<file path="src/hw/leaf_pkg.sv">
`default_nettype none

package leaf_pkg;

    localparam int PAYLOAD_BITS  = 32;
    localparam int NUM_LEAF_BITS = 5;
    localparam int NUM_PORT_BITS = 4;
    localparam int NUM_ADDR_BITS = 7;

    // Packet fields from the payload upward
    localparam int SEQ_LSB     = PAYLOAD_BITS;
    localparam int PORT_LSB    = SEQ_LSB + NUM_ADDR_BITS;
    localparam int LEAF_LSB    = PORT_LSB + NUM_PORT_BITS;
    localparam int VALID_POS   = LEAF_LSB + NUM_LEAF_BITS;
    localparam int PACKET_BITS = VALID_POS + 1; // 49 bits on the network

    typedef logic [PACKET_BITS-1:0]   packet_t;
    typedef logic [PAYLOAD_BITS-1:0]  payload_t;
    typedef logic [NUM_LEAF_BITS-1:0] leaf_t;
    typedef logic [NUM_PORT_BITS-1:0] port_t;
    typedef logic [NUM_ADDR_BITS-1:0] seq_t;

endpackage

`default_nettype wire
</file>
<file path="src/hw/leaf_cfg_pkg.sv">
`default_nettype none

package leaf_cfg_pkg;

    import leaf_pkg::*;

    localparam leaf_t LEAF_ID     = 5'd3;
    localparam port_t CONFIG_PORT = 4'd0; // Routing table writes
    localparam port_t DATA_PORT   = 4'd1; // Kernel input words

    localparam int NUM_OUT_PORTS = 2;
    localparam int IN_DEPTH      = 8;
    localparam int OUT_DEPTH     = 4;
    localparam int IN_PTR_BITS   = $clog2(IN_DEPTH);
    localparam int OUT_PTR_BITS  = $clog2(OUT_DEPTH);

    // Layout of a configuration payload
    localparam int CFG_SEL_BIT  = 0;
    localparam int CFG_PORT_LSB = 1;
    localparam int CFG_LEAF_LSB = 5;

endpackage

`default_nettype wire

</file>
<file path="src/hw/leaf_top.sv">
`timescale 1ns/100ps
`default_nettype none

module leaf_top
    import leaf_pkg::*, leaf_cfg_pkg::*;
(
    input  wire          clk,
    input  wire          rst_n,
    input  wire packet_t din_leaf_bft2interface,
    output packet_t      dout_leaf_interface2bft,
    input  wire          resend
);

    wire payload_t                     dout_leaf_interface2user;
    wire                               vld_interface2user;
    wire                               ack_user2interface;
    wire payload_t [NUM_OUT_PORTS-1:0] din_leaf_user2interface;
    wire [NUM_OUT_PORTS-1:0]           vld_user2interface;
    wire [NUM_OUT_PORTS-1:0]           ack_interface2user;
    wire                               cfg_we;
    wire                               cfg_sel;
    wire leaf_t                        cfg_leaf;
    wire port_t                        cfg_port;
    wire packet_t [NUM_OUT_PORTS-1:0]  pkt;
    wire [NUM_OUT_PORTS-1:0]           pkt_vld;
    wire [NUM_OUT_PORTS-1:0]           grant;

    bft_rx u_rx (
        .clk                      (clk),
        .rst_n                    (rst_n),
        .din_leaf_bft2interface   (din_leaf_bft2interface),
        .dout_leaf_interface2user (dout_leaf_interface2user),
        .vld_interface2user       (vld_interface2user),
        .ack_user2interface       (ack_user2interface),
        .cfg_we                   (cfg_we),
        .cfg_sel                  (cfg_sel),
        .cfg_leaf                 (cfg_leaf),
        .cfg_port                 (cfg_port)
    );

    user_kernel u_kernel (
        .clk                      (clk),
        .rst_n                    (rst_n),
        .dout_leaf_interface2user (dout_leaf_interface2user),
        .vld_interface2user       (vld_interface2user),
        .ack_user2interface       (ack_user2interface),
        .din_leaf_user2interface  (din_leaf_user2interface),
        .vld_user2interface       (vld_user2interface),
        .ack_interface2user       (ack_interface2user)
    );

    for (genvar i = 0; i < NUM_OUT_PORTS; i++) begin : g_out
        out_port #(
            .PORT_INDEX (i)
        ) u_out (
            .clk      (clk),
            .rst_n    (rst_n),
            .din      (din_leaf_user2interface[i]),
            .vld      (vld_user2interface[i]),
            .ack      (ack_interface2user[i]),
            .cfg_we   (cfg_we),
            .cfg_sel  (cfg_sel),
            .cfg_leaf (cfg_leaf),
            .cfg_port (cfg_port),
            .pkt      (pkt[i]),
            .pkt_vld  (pkt_vld[i]),
            .grant    (grant[i])
        );
    end

    packet_arbiter u_arb (
        .clk                     (clk),
        .rst_n                   (rst_n),
        .pkt                     (pkt),
        .pkt_vld                 (pkt_vld),
        .resend                  (resend),
        .grant                   (grant),
        .dout_leaf_interface2bft (dout_leaf_interface2bft)
    );

endmodule

`default_nettype wire

</file>
<file path="src/hw/packet_arbiter.sv">
`timescale 1ns/100ps
`default_nettype none

module packet_arbiter
    import leaf_pkg::*;
(
    input  wire                clk,
    input  wire                rst_n,
    input  wire packet_t [1:0] pkt,
    input  wire [1:0]          pkt_vld,
    input  wire                resend,
    output logic [1:0]         grant,
    output packet_t            dout_leaf_interface2bft
);

    logic    last;   // Port granted most recently
    logic    sel;
    packet_t dout_q;

    always_comb begin
        grant = 2'b00;
        if (pkt_vld == 2'b11) begin
            sel = ~last; // Other port goes first
        end else begin
            sel = pkt_vld[1];
        end
        if (!resend) begin
            grant[sel] = pkt_vld[sel];
        end
    end

    // Registered packet is held through resend and sent after release
    always_ff @(posedge clk) begin
        if (!rst_n) begin
            dout_q <= '0;
            last   <= 1'b0;
        end else if (!resend) begin
            if (grant != 2'b00) begin
                dout_q <= pkt[sel];
                last   <= sel;
            end else begin
                dout_q <= '0;
            end
        end
    end

    assign dout_leaf_interface2bft = resend ? '0 : dout_q;

endmodule

`default_nettype wire

</file>
<file path="src/hw/out_port.sv">
`timescale 1ns/100ps
`default_nettype none

module out_port
    import leaf_pkg::*, leaf_cfg_pkg::*;
#(
    parameter int PORT_INDEX = 0
) (
    input  wire           clk,
    input  wire           rst_n,
    input  wire payload_t din,
    input  wire           vld,
    output logic          ack,
    input  wire           cfg_we,
    input  wire           cfg_sel,
    input  wire leaf_t    cfg_leaf,
    input  wire port_t    cfg_port,
    output packet_t       pkt,
    output logic          pkt_vld,
    input  wire           grant
);

    payload_t                mem [OUT_DEPTH];
    logic [OUT_PTR_BITS-1:0] wr_ptr;
    logic [OUT_PTR_BITS-1:0] rd_ptr;
    logic [OUT_PTR_BITS:0]   count;
    leaf_t                   dst_leaf;
    port_t                   dst_port;
    seq_t                    seq;
    logic                    push;
    logic                    pop;

    assign ack     = vld && (count != (OUT_PTR_BITS+1)'(OUT_DEPTH));
    assign push    = vld && ack;
    assign pkt_vld = (count != '0);
    assign pop     = pkt_vld && grant;

    always_comb begin
        pkt                                = '0;
        pkt[VALID_POS]                     = pkt_vld;
        pkt[LEAF_LSB +: NUM_LEAF_BITS]     = dst_leaf;
        pkt[PORT_LSB +: NUM_PORT_BITS]     = dst_port;
        pkt[SEQ_LSB +: NUM_ADDR_BITS]      = seq;
        pkt[PAYLOAD_BITS-1:0]              = mem[rd_ptr];
    end

    always_ff @(posedge clk) begin
        if (push) begin
            mem[wr_ptr] <= din;
        end
    end

    always_ff @(posedge clk) begin
        if (!rst_n) begin
            wr_ptr   <= '0;
            rd_ptr   <= '0;
            count    <= '0;
            seq      <= '0;
            dst_leaf <= '0;
            dst_port <= '0;
        end else begin
            if (cfg_we && (cfg_sel == 1'(PORT_INDEX))) begin // Own table entry
                dst_leaf <= cfg_leaf;
                dst_port <= cfg_port;
            end
            if (push) begin
                wr_ptr <= wr_ptr + 1'b1;
            end
            if (pop) begin
                rd_ptr <= rd_ptr + 1'b1;
                seq    <= seq + 1'b1; // Wraps past 127
            end
            case ({push, pop})
                2'b10:   count <= count + 1'b1;
                2'b01:   count <= count - 1'b1;
                default: count <= count;
            endcase
        end
    end

endmodule

`default_nettype wire

</file>
<file path="src/hw/user_kernel.sv">
`timescale 1ns/100ps
`default_nettype none

module user_kernel
    import leaf_pkg::*;
(
    input  wire                 clk,
    input  wire                 rst_n,
    input  wire payload_t       dout_leaf_interface2user,
    input  wire                 vld_interface2user,
    output logic                ack_user2interface,
    output payload_t [1:0]      din_leaf_user2interface,
    output logic [1:0]          vld_user2interface,
    input  wire [1:0]           ack_interface2user
);

    payload_t acc;      // Running sum, wraps at 32 bits
    payload_t word_q;   // Accepted input word
    logic     word_vld;
    payload_t sum;

    assign sum = acc + word_q;

    // Take a word only with both outputs and the stage free
    assign ack_user2interface = vld_interface2user && !word_vld &&
                                (vld_user2interface == 2'b00);

    always_ff @(posedge clk) begin
        if (!rst_n) begin
            word_vld           <= 1'b0;
            acc                <= '0;
            vld_user2interface <= 2'b00;
        end else begin
            word_vld <= ack_user2interface;
            if (word_vld) begin
                acc                <= sum;
                vld_user2interface <= 2'b11;
            end else begin
                vld_user2interface <= vld_user2interface & ~ack_interface2user;
            end
        end
    end

    always_ff @(posedge clk) begin
        if (ack_user2interface) begin
            word_q <= dout_leaf_interface2user;
        end
        if (word_vld) begin
            din_leaf_user2interface[0] <= sum;    // Running sum
            din_leaf_user2interface[1] <= word_q; // Copy
        end
    end

endmodule

`default_nettype wire

</file>
<file path="src/hw/bft_rx.sv">
`timescale 1ns/100ps
`default_nettype none

module bft_rx
    import leaf_pkg::*, leaf_cfg_pkg::*;
(
    input  wire          clk,
    input  wire          rst_n,
    input  wire packet_t din_leaf_bft2interface,
    output payload_t     dout_leaf_interface2user,
    output logic         vld_interface2user,
    input  wire          ack_user2interface,
    output logic         cfg_we,
    output logic         cfg_sel,
    output leaf_t        cfg_leaf,
    output port_t        cfg_port
);

    payload_t               mem [IN_DEPTH];
    logic [IN_PTR_BITS-1:0] wr_ptr;
    logic [IN_PTR_BITS-1:0] rd_ptr;
    logic [IN_PTR_BITS:0]   count;
    port_t                  in_port;
    payload_t               in_data;
    logic                   for_me;
    logic                   is_cfg;
    logic                   push;
    logic                   pop;

    assign in_port = din_leaf_bft2interface[PORT_LSB +: NUM_PORT_BITS];
    assign in_data = din_leaf_bft2interface[PAYLOAD_BITS-1:0];
    assign for_me  = din_leaf_bft2interface[VALID_POS] &&
                     (din_leaf_bft2interface[LEAF_LSB +: NUM_LEAF_BITS] == LEAF_ID);
    assign is_cfg  = for_me && (in_port == CONFIG_PORT);
    assign push    = for_me && (in_port == DATA_PORT) &&
                     (count != (IN_PTR_BITS+1)'(IN_DEPTH)); // Dropped when full
    assign pop     = vld_interface2user && ack_user2interface;

    assign vld_interface2user       = (count != '0);
    assign dout_leaf_interface2user = mem[rd_ptr]; // Head of queue

    always_ff @(posedge clk) begin
        if (push) begin
            mem[wr_ptr] <= in_data;
        end
    end

    always_ff @(posedge clk) begin
        if (!rst_n) begin
            wr_ptr <= '0;
            rd_ptr <= '0;
            count  <= '0;
        end else begin
            if (push) begin
                wr_ptr <= wr_ptr + 1'b1;
            end
            if (pop) begin
                rd_ptr <= rd_ptr + 1'b1;
            end
            case ({push, pop})
                2'b10:   count <= count + 1'b1;
                2'b01:   count <= count - 1'b1;
                default: count <= count;
            endcase
        end
    end

    // Table write strobe, one cycle after the config packet
    always_ff @(posedge clk) begin
        if (!rst_n) begin
            cfg_we <= 1'b0;
        end else begin
            cfg_we <= is_cfg;
        end
    end

    always_ff @(posedge clk) begin
        if (is_cfg) begin
            cfg_sel  <= in_data[CFG_SEL_BIT];
            cfg_leaf <= in_data[CFG_LEAF_LSB +: NUM_LEAF_BITS];
            cfg_port <= in_data[CFG_PORT_LSB +: NUM_PORT_BITS];
        end
    end

endmodule

`default_nettype wire

</file>
<file path="config.mk">
export PLATFORM = sky130hd
export DESIGN_NAME = leaf_top
export DESIGN_NICKNAME = d
export VERILOG_FILES = /design/src/hw/leaf_pkg.sv /design/src/hw/leaf_cfg_pkg.sv /design/src/hw/leaf_top.sv /design/src/hw/packet_arbiter.sv /design/src/hw/out_port.sv /design/src/hw/user_kernel.sv /design/src/hw/bft_rx.sv
export SDC_FILE = /design/constraint.sdc
export NUM_CORES = 1
export LEC_CHECK = 0
export ABC_AREA = 1
export BUFFER_PORTS_ARGS = -buffer_cell sky130_fd_sc_hd__buf_4
export CAP_MARGIN = 30
export CORE_AREA = 10 10 262 264
export DETAILED_ROUTE_END_ITERATION = 6
export DIE_AREA = 0 0 272 274
export PLACE_DENSITY = 0.66
export SKIP_LAST_GASP = 1
export SLEW_MARGIN = 20
export SYNTH_ARGS = -nofsm -noshare
export SYNTH_HDL_FRONTEND = slang
export SYNTH_SLANG_ARGS = --single-unit
</file>
<file path="constraint.sdc">
create_clock -name clk -period 4.36 [get_ports clk]
set_clock_uncertainty 0.1 [all_clocks]
set_input_delay 0.436 -clock clk [delete_from_list [all_inputs] [get_ports clk]]
set_output_delay 0.436 -clock clk [all_outputs]
set_load 0.005 [all_outputs]
</file>
==> impl_metrics.ini <==
[outcome]
status = finished, final reports clean

[synth]
synth_area_leaders = edfxtp_1, dfxtp_1, nor2_1
synth_top_cells_by_count = edfxtp_1, nor2_1, nand2_1
syn_inst = 2882
synth_nets = 2986
async_reset_ff_share_pct = 0
seq_area_frac_synth_pct = 68.5
synth_xor_area_share_pct = 0.502
synth-seq-cells = 764
synth_top_area_share_pct = 59.1
synth-simple-area-share_pct = 13.3
synth_edf_count = 618
synth_compound_area_share_pct = 10.5
ys_warn_count = 0
syn-cell-area_sq_mm = 0.0314
avgSynthCellArea_sq_um = 10.9
synth_flop_cell = edfxtp_1
yosysMostFrequentCell = edfxtp_1
yosys.area.top_type = edfxtp_1
synth.distinct_cells = 39
synth_adder_area_share_pct = 2.17
synth.mux.area_fraction_pct = 0
synth_top_family_by_area = simple AND/OR/NAND/NOR gates

[critical_path]
r2r_start = u_rx.rd_ptr[0]$_SDFFE_PN0P_
r2r_slack_ns = 1.73
r2r_cells = 5
worstSetupStartpoint = u_rx.rd_ptr[0]$_SDFFE_PN0P_
crit_required_ns = 4.67
cpLargestDelayFamily = compound AO/OA/AOI/OAI gates
worstSetupPathType = register to register
crit_end = u_kernel.word_q[13]$_DFFE_PN_
r2r_end = u_kernel.word_q[13]$_DFFE_PN_
cp_cell_sequence = buf_4 -> o21ai_0 -> o22ai_1 -> nor2_1 -> a31oi_1
cp.depth = 5
worstSetupEndpointType = register
arrival_ns = 2.94
worstSetupStartpointType = register
critPathMaxFanout = 76
crit_buf_inv = 1
cp_slowest_stage_delay_ns = 0.74
crit_path_top_delay_cell = buf_4

[layout]
fin_nets = 3097
seqCellArea_sq_mm = 0.0215
stdcell_count = 3913
utilization_pct = 56.3
multi_input_area_sq_mm = 0.00835
num-fill-cells = 5255
syn2layout_area_growth_pct = 14.1
drive_above_1_share_pct = 9.06

[floorplanning]
core_region_area_sq_mm = 0.0636
ios = 101
rows = 93
die_w_um = 272
die_y_um = 274
dieArea_sq_mm = 0.0745
start_util_pct = 49.3

[global_route]
grt_use_met3_pct = 2.87
use_met1_pct = 24.6
grt_pass1_wl_um = 112000
grt_util_met2_pct = 31.9
grt_max_degree = 78
antenna_found_initial = 0
grt_pass1_vias = 20700
gr-total-overflow = 0
grt_usage_pct = 18.8
grt.busiest_layer = met2

[sta]
period_minus_slack_ns = 2.63
rsz0062_at_grt = no
max_slew_margin_pct = 39.7
slew_viol_final = 0
setup_ws_ns = 1.73
fmax_mhz = 380
worstMarginPinSlew_ns = 0.905
timing.hold.ws_ns = 0.0481
setup-tns-final_ns = 0
setup_viol = 0
hold_viol_final = 0
period_share_pct = 60.4

[flow_run]
max_cap_viol_count = 0

[routing]
totalWireLength_um = 70300
post_drt_wl_per_cell_um = 18.0
drt_iter0_markers = 1631
drt_drc_violations_left = 0
drtPass1Iterations = 6
drtAntennaViolNets = 0
via_per_inst = 5.33
num_vias = 20900

[pwr]
p_leak_nw = 13.2
powerDensity_mw_per_mm2 = 622
ir_drop_v = 0.000322

[place]
dp_hpwl_um = 43400
place_inst = 3733
place_congestion = 0.868
port_buffers = 93
pre_cts_ws_ns = 1.61

[clocking]
htree_levels = 3
ctsResizeCount = 0
insertion_delay_ns = 0.62
cts_tree = done
cts_buffer_depth = 3
cts_buffers = 79
clk_pin_slew_ns = 0.06
cts.sinks = 764
cts-root-buf = clkbuf_16

[worst_hold_path]
hold_path_class = input port to register
-- state kept, by name, summed over array words and instances (netlist names), 5 cells and up, named ones only --
name and flops:
g_out.u_out.mem 256, u_rx.mem 256, u_kernel.din_leaf_user2interface 64, u_arb.dout_q 49
u_kernel.acc 32, u_kernel.word_q 32, g_out.u_out.seq 14, g_out.u_out.dst_leaf 10
g_out.u_out.dst_port 8, g_out.u_out.count 6, u_rx.cfg_leaf 5
-- how the worst min path moves through the flow --
stage,end,startpoint,cells after the start
after floorplan,g_out[1].u_out.dst_leaf[0]$_SDFFE_PN0P_,g_out[1].u_out.dst_leaf[0]$_SDFFE_PN0P_,2
after global placement,g_out[1].u_out.dst_leaf[1]$_SDFFE_PN0P_,g_out[1].u_out.dst_leaf[1]$_SDFFE_PN0P_,2
after detailed placement,g_out[1].u_out.dst_leaf[1]$_SDFFE_PN0P_,g_out[1].u_out.dst_leaf[1]$_SDFFE_PN0P_,2
after CTS,u_rx.cfg_we$_SDFF_PN0_,din_leaf_bft2interface[40],4
after global routing,u_rx.cfg_we$_SDFF_PN0_,din_leaf_bft2interface[40],4
final,u_rx.cfg_we$_SDFF_PN0_,din_leaf_bft2interface[40],4
-- layout by cell type, fill, tap and decap left out, types with 5 or more instances in the layout --
| master | synthesis | routed |
|---|---|---|
| edfxtp_1 | 618 | 618 |
| nor2_1 | 557 | 549 |
| nand2_1 | 364 | 364 |
| o21ai_0 | 328 | 328 |
| inv_1 | 267 | 264 |
| dfxtp_1 | 146 | 142 |
| buf_4 | 1 | 126 |
| a21oi_1 | 116 | 116 |
| nand3_1 | 89 | 89 |
| clkbuf_16 | 0 | 81 |
| o221ai_1 | 63 | 63 |
| ha_1 | 48 | 48 |
| dlygate4sd3_1 | 0 | 34 |
| o22ai_1 | 33 | 33 |
| a31oi_1 | 33 | 33 |
| clkinv_1 | 2 | 20 |
| clkbuf_1 | 107 | 19 |
| xor2_1 | 13 | 13 |
| clkinv_2 | 0 | 12 |
| nor3_1 | 18 | 10 |
| inv_2 | 7 | 9 |
| nand4_1 | 9 | 9 |
| nor3_2 | 1 | 9 |
| nor2_2 | 0 | 8 |
| o21ai_1 | 6 | 6 |
| xnor2_1 | 5 | 5 |
-- kinds of logic (layout without fill, tap and decap cells) --
| kind of cell | after synthesis | in the layout |
|---|---|---|
| AOI/OAI and AO/OA | 588 | 588 |
| xor gates and xnor gates | 18 | 18 |
| adders and majority gates | 52 | 52 |
| buffers and inverters | 412 | 587 |
| DFF | 764 | 764 |
| other | 0 | 1 |
| and+or+nand+nor | 1048 | 1048 |
-- layer usage --
layer,share of wire [%],vias to the layer above
met4,1.9,0
met5,0,-
met2,49,497
li1,-,10200
met1,44,10100
met3,5.0,101
-- layout make-up --
cell class / count / share of cell area, %
Sequential cell: 764 / 60.0
Multi-Input combinational cell: 1706 / 23.3
Clock buffer: 103 / 5.97
Timing Repair Buffer: 165 / 3.89
Tap cell: 855 / 2.99
Inverter: 277 / 2.91
Clock inverter: 42 / 0.898
Antenna cell: 1 / 0.00699
-- what timing repair did --
item                                    in CTS  in global routing
endpoints found under the setup margin       0                  0
setup buffers                                0                  0
hold endpoints to repair                   267                  0
hold buffers                                34                  0
-- tightest hold or removal path: stages --
cell and delay (ns):
buf_4 0.08, nor2_1 0.04, nand3_1 0.09, nor3_1 0.06
-- metrics by stage --
step / power (mW) / cell area, sq um
2_1_floorplan: 14.1 / 31400
3_3_place_gp: 15.7 / 32900
3_5_place_dp: 16.0 / 33000
4_1_cts: 22.4 / 35800
5_1_grt: 23.7 / 35800
6_report: 22.3 / 35800
-- report_power, final --
part	internal (mW)	switching (mW)
Combinational	1.79	3.86
Sequential	9.41	0.825
Clock	3.70	2.71
Power figures use the tool's default switching activity.
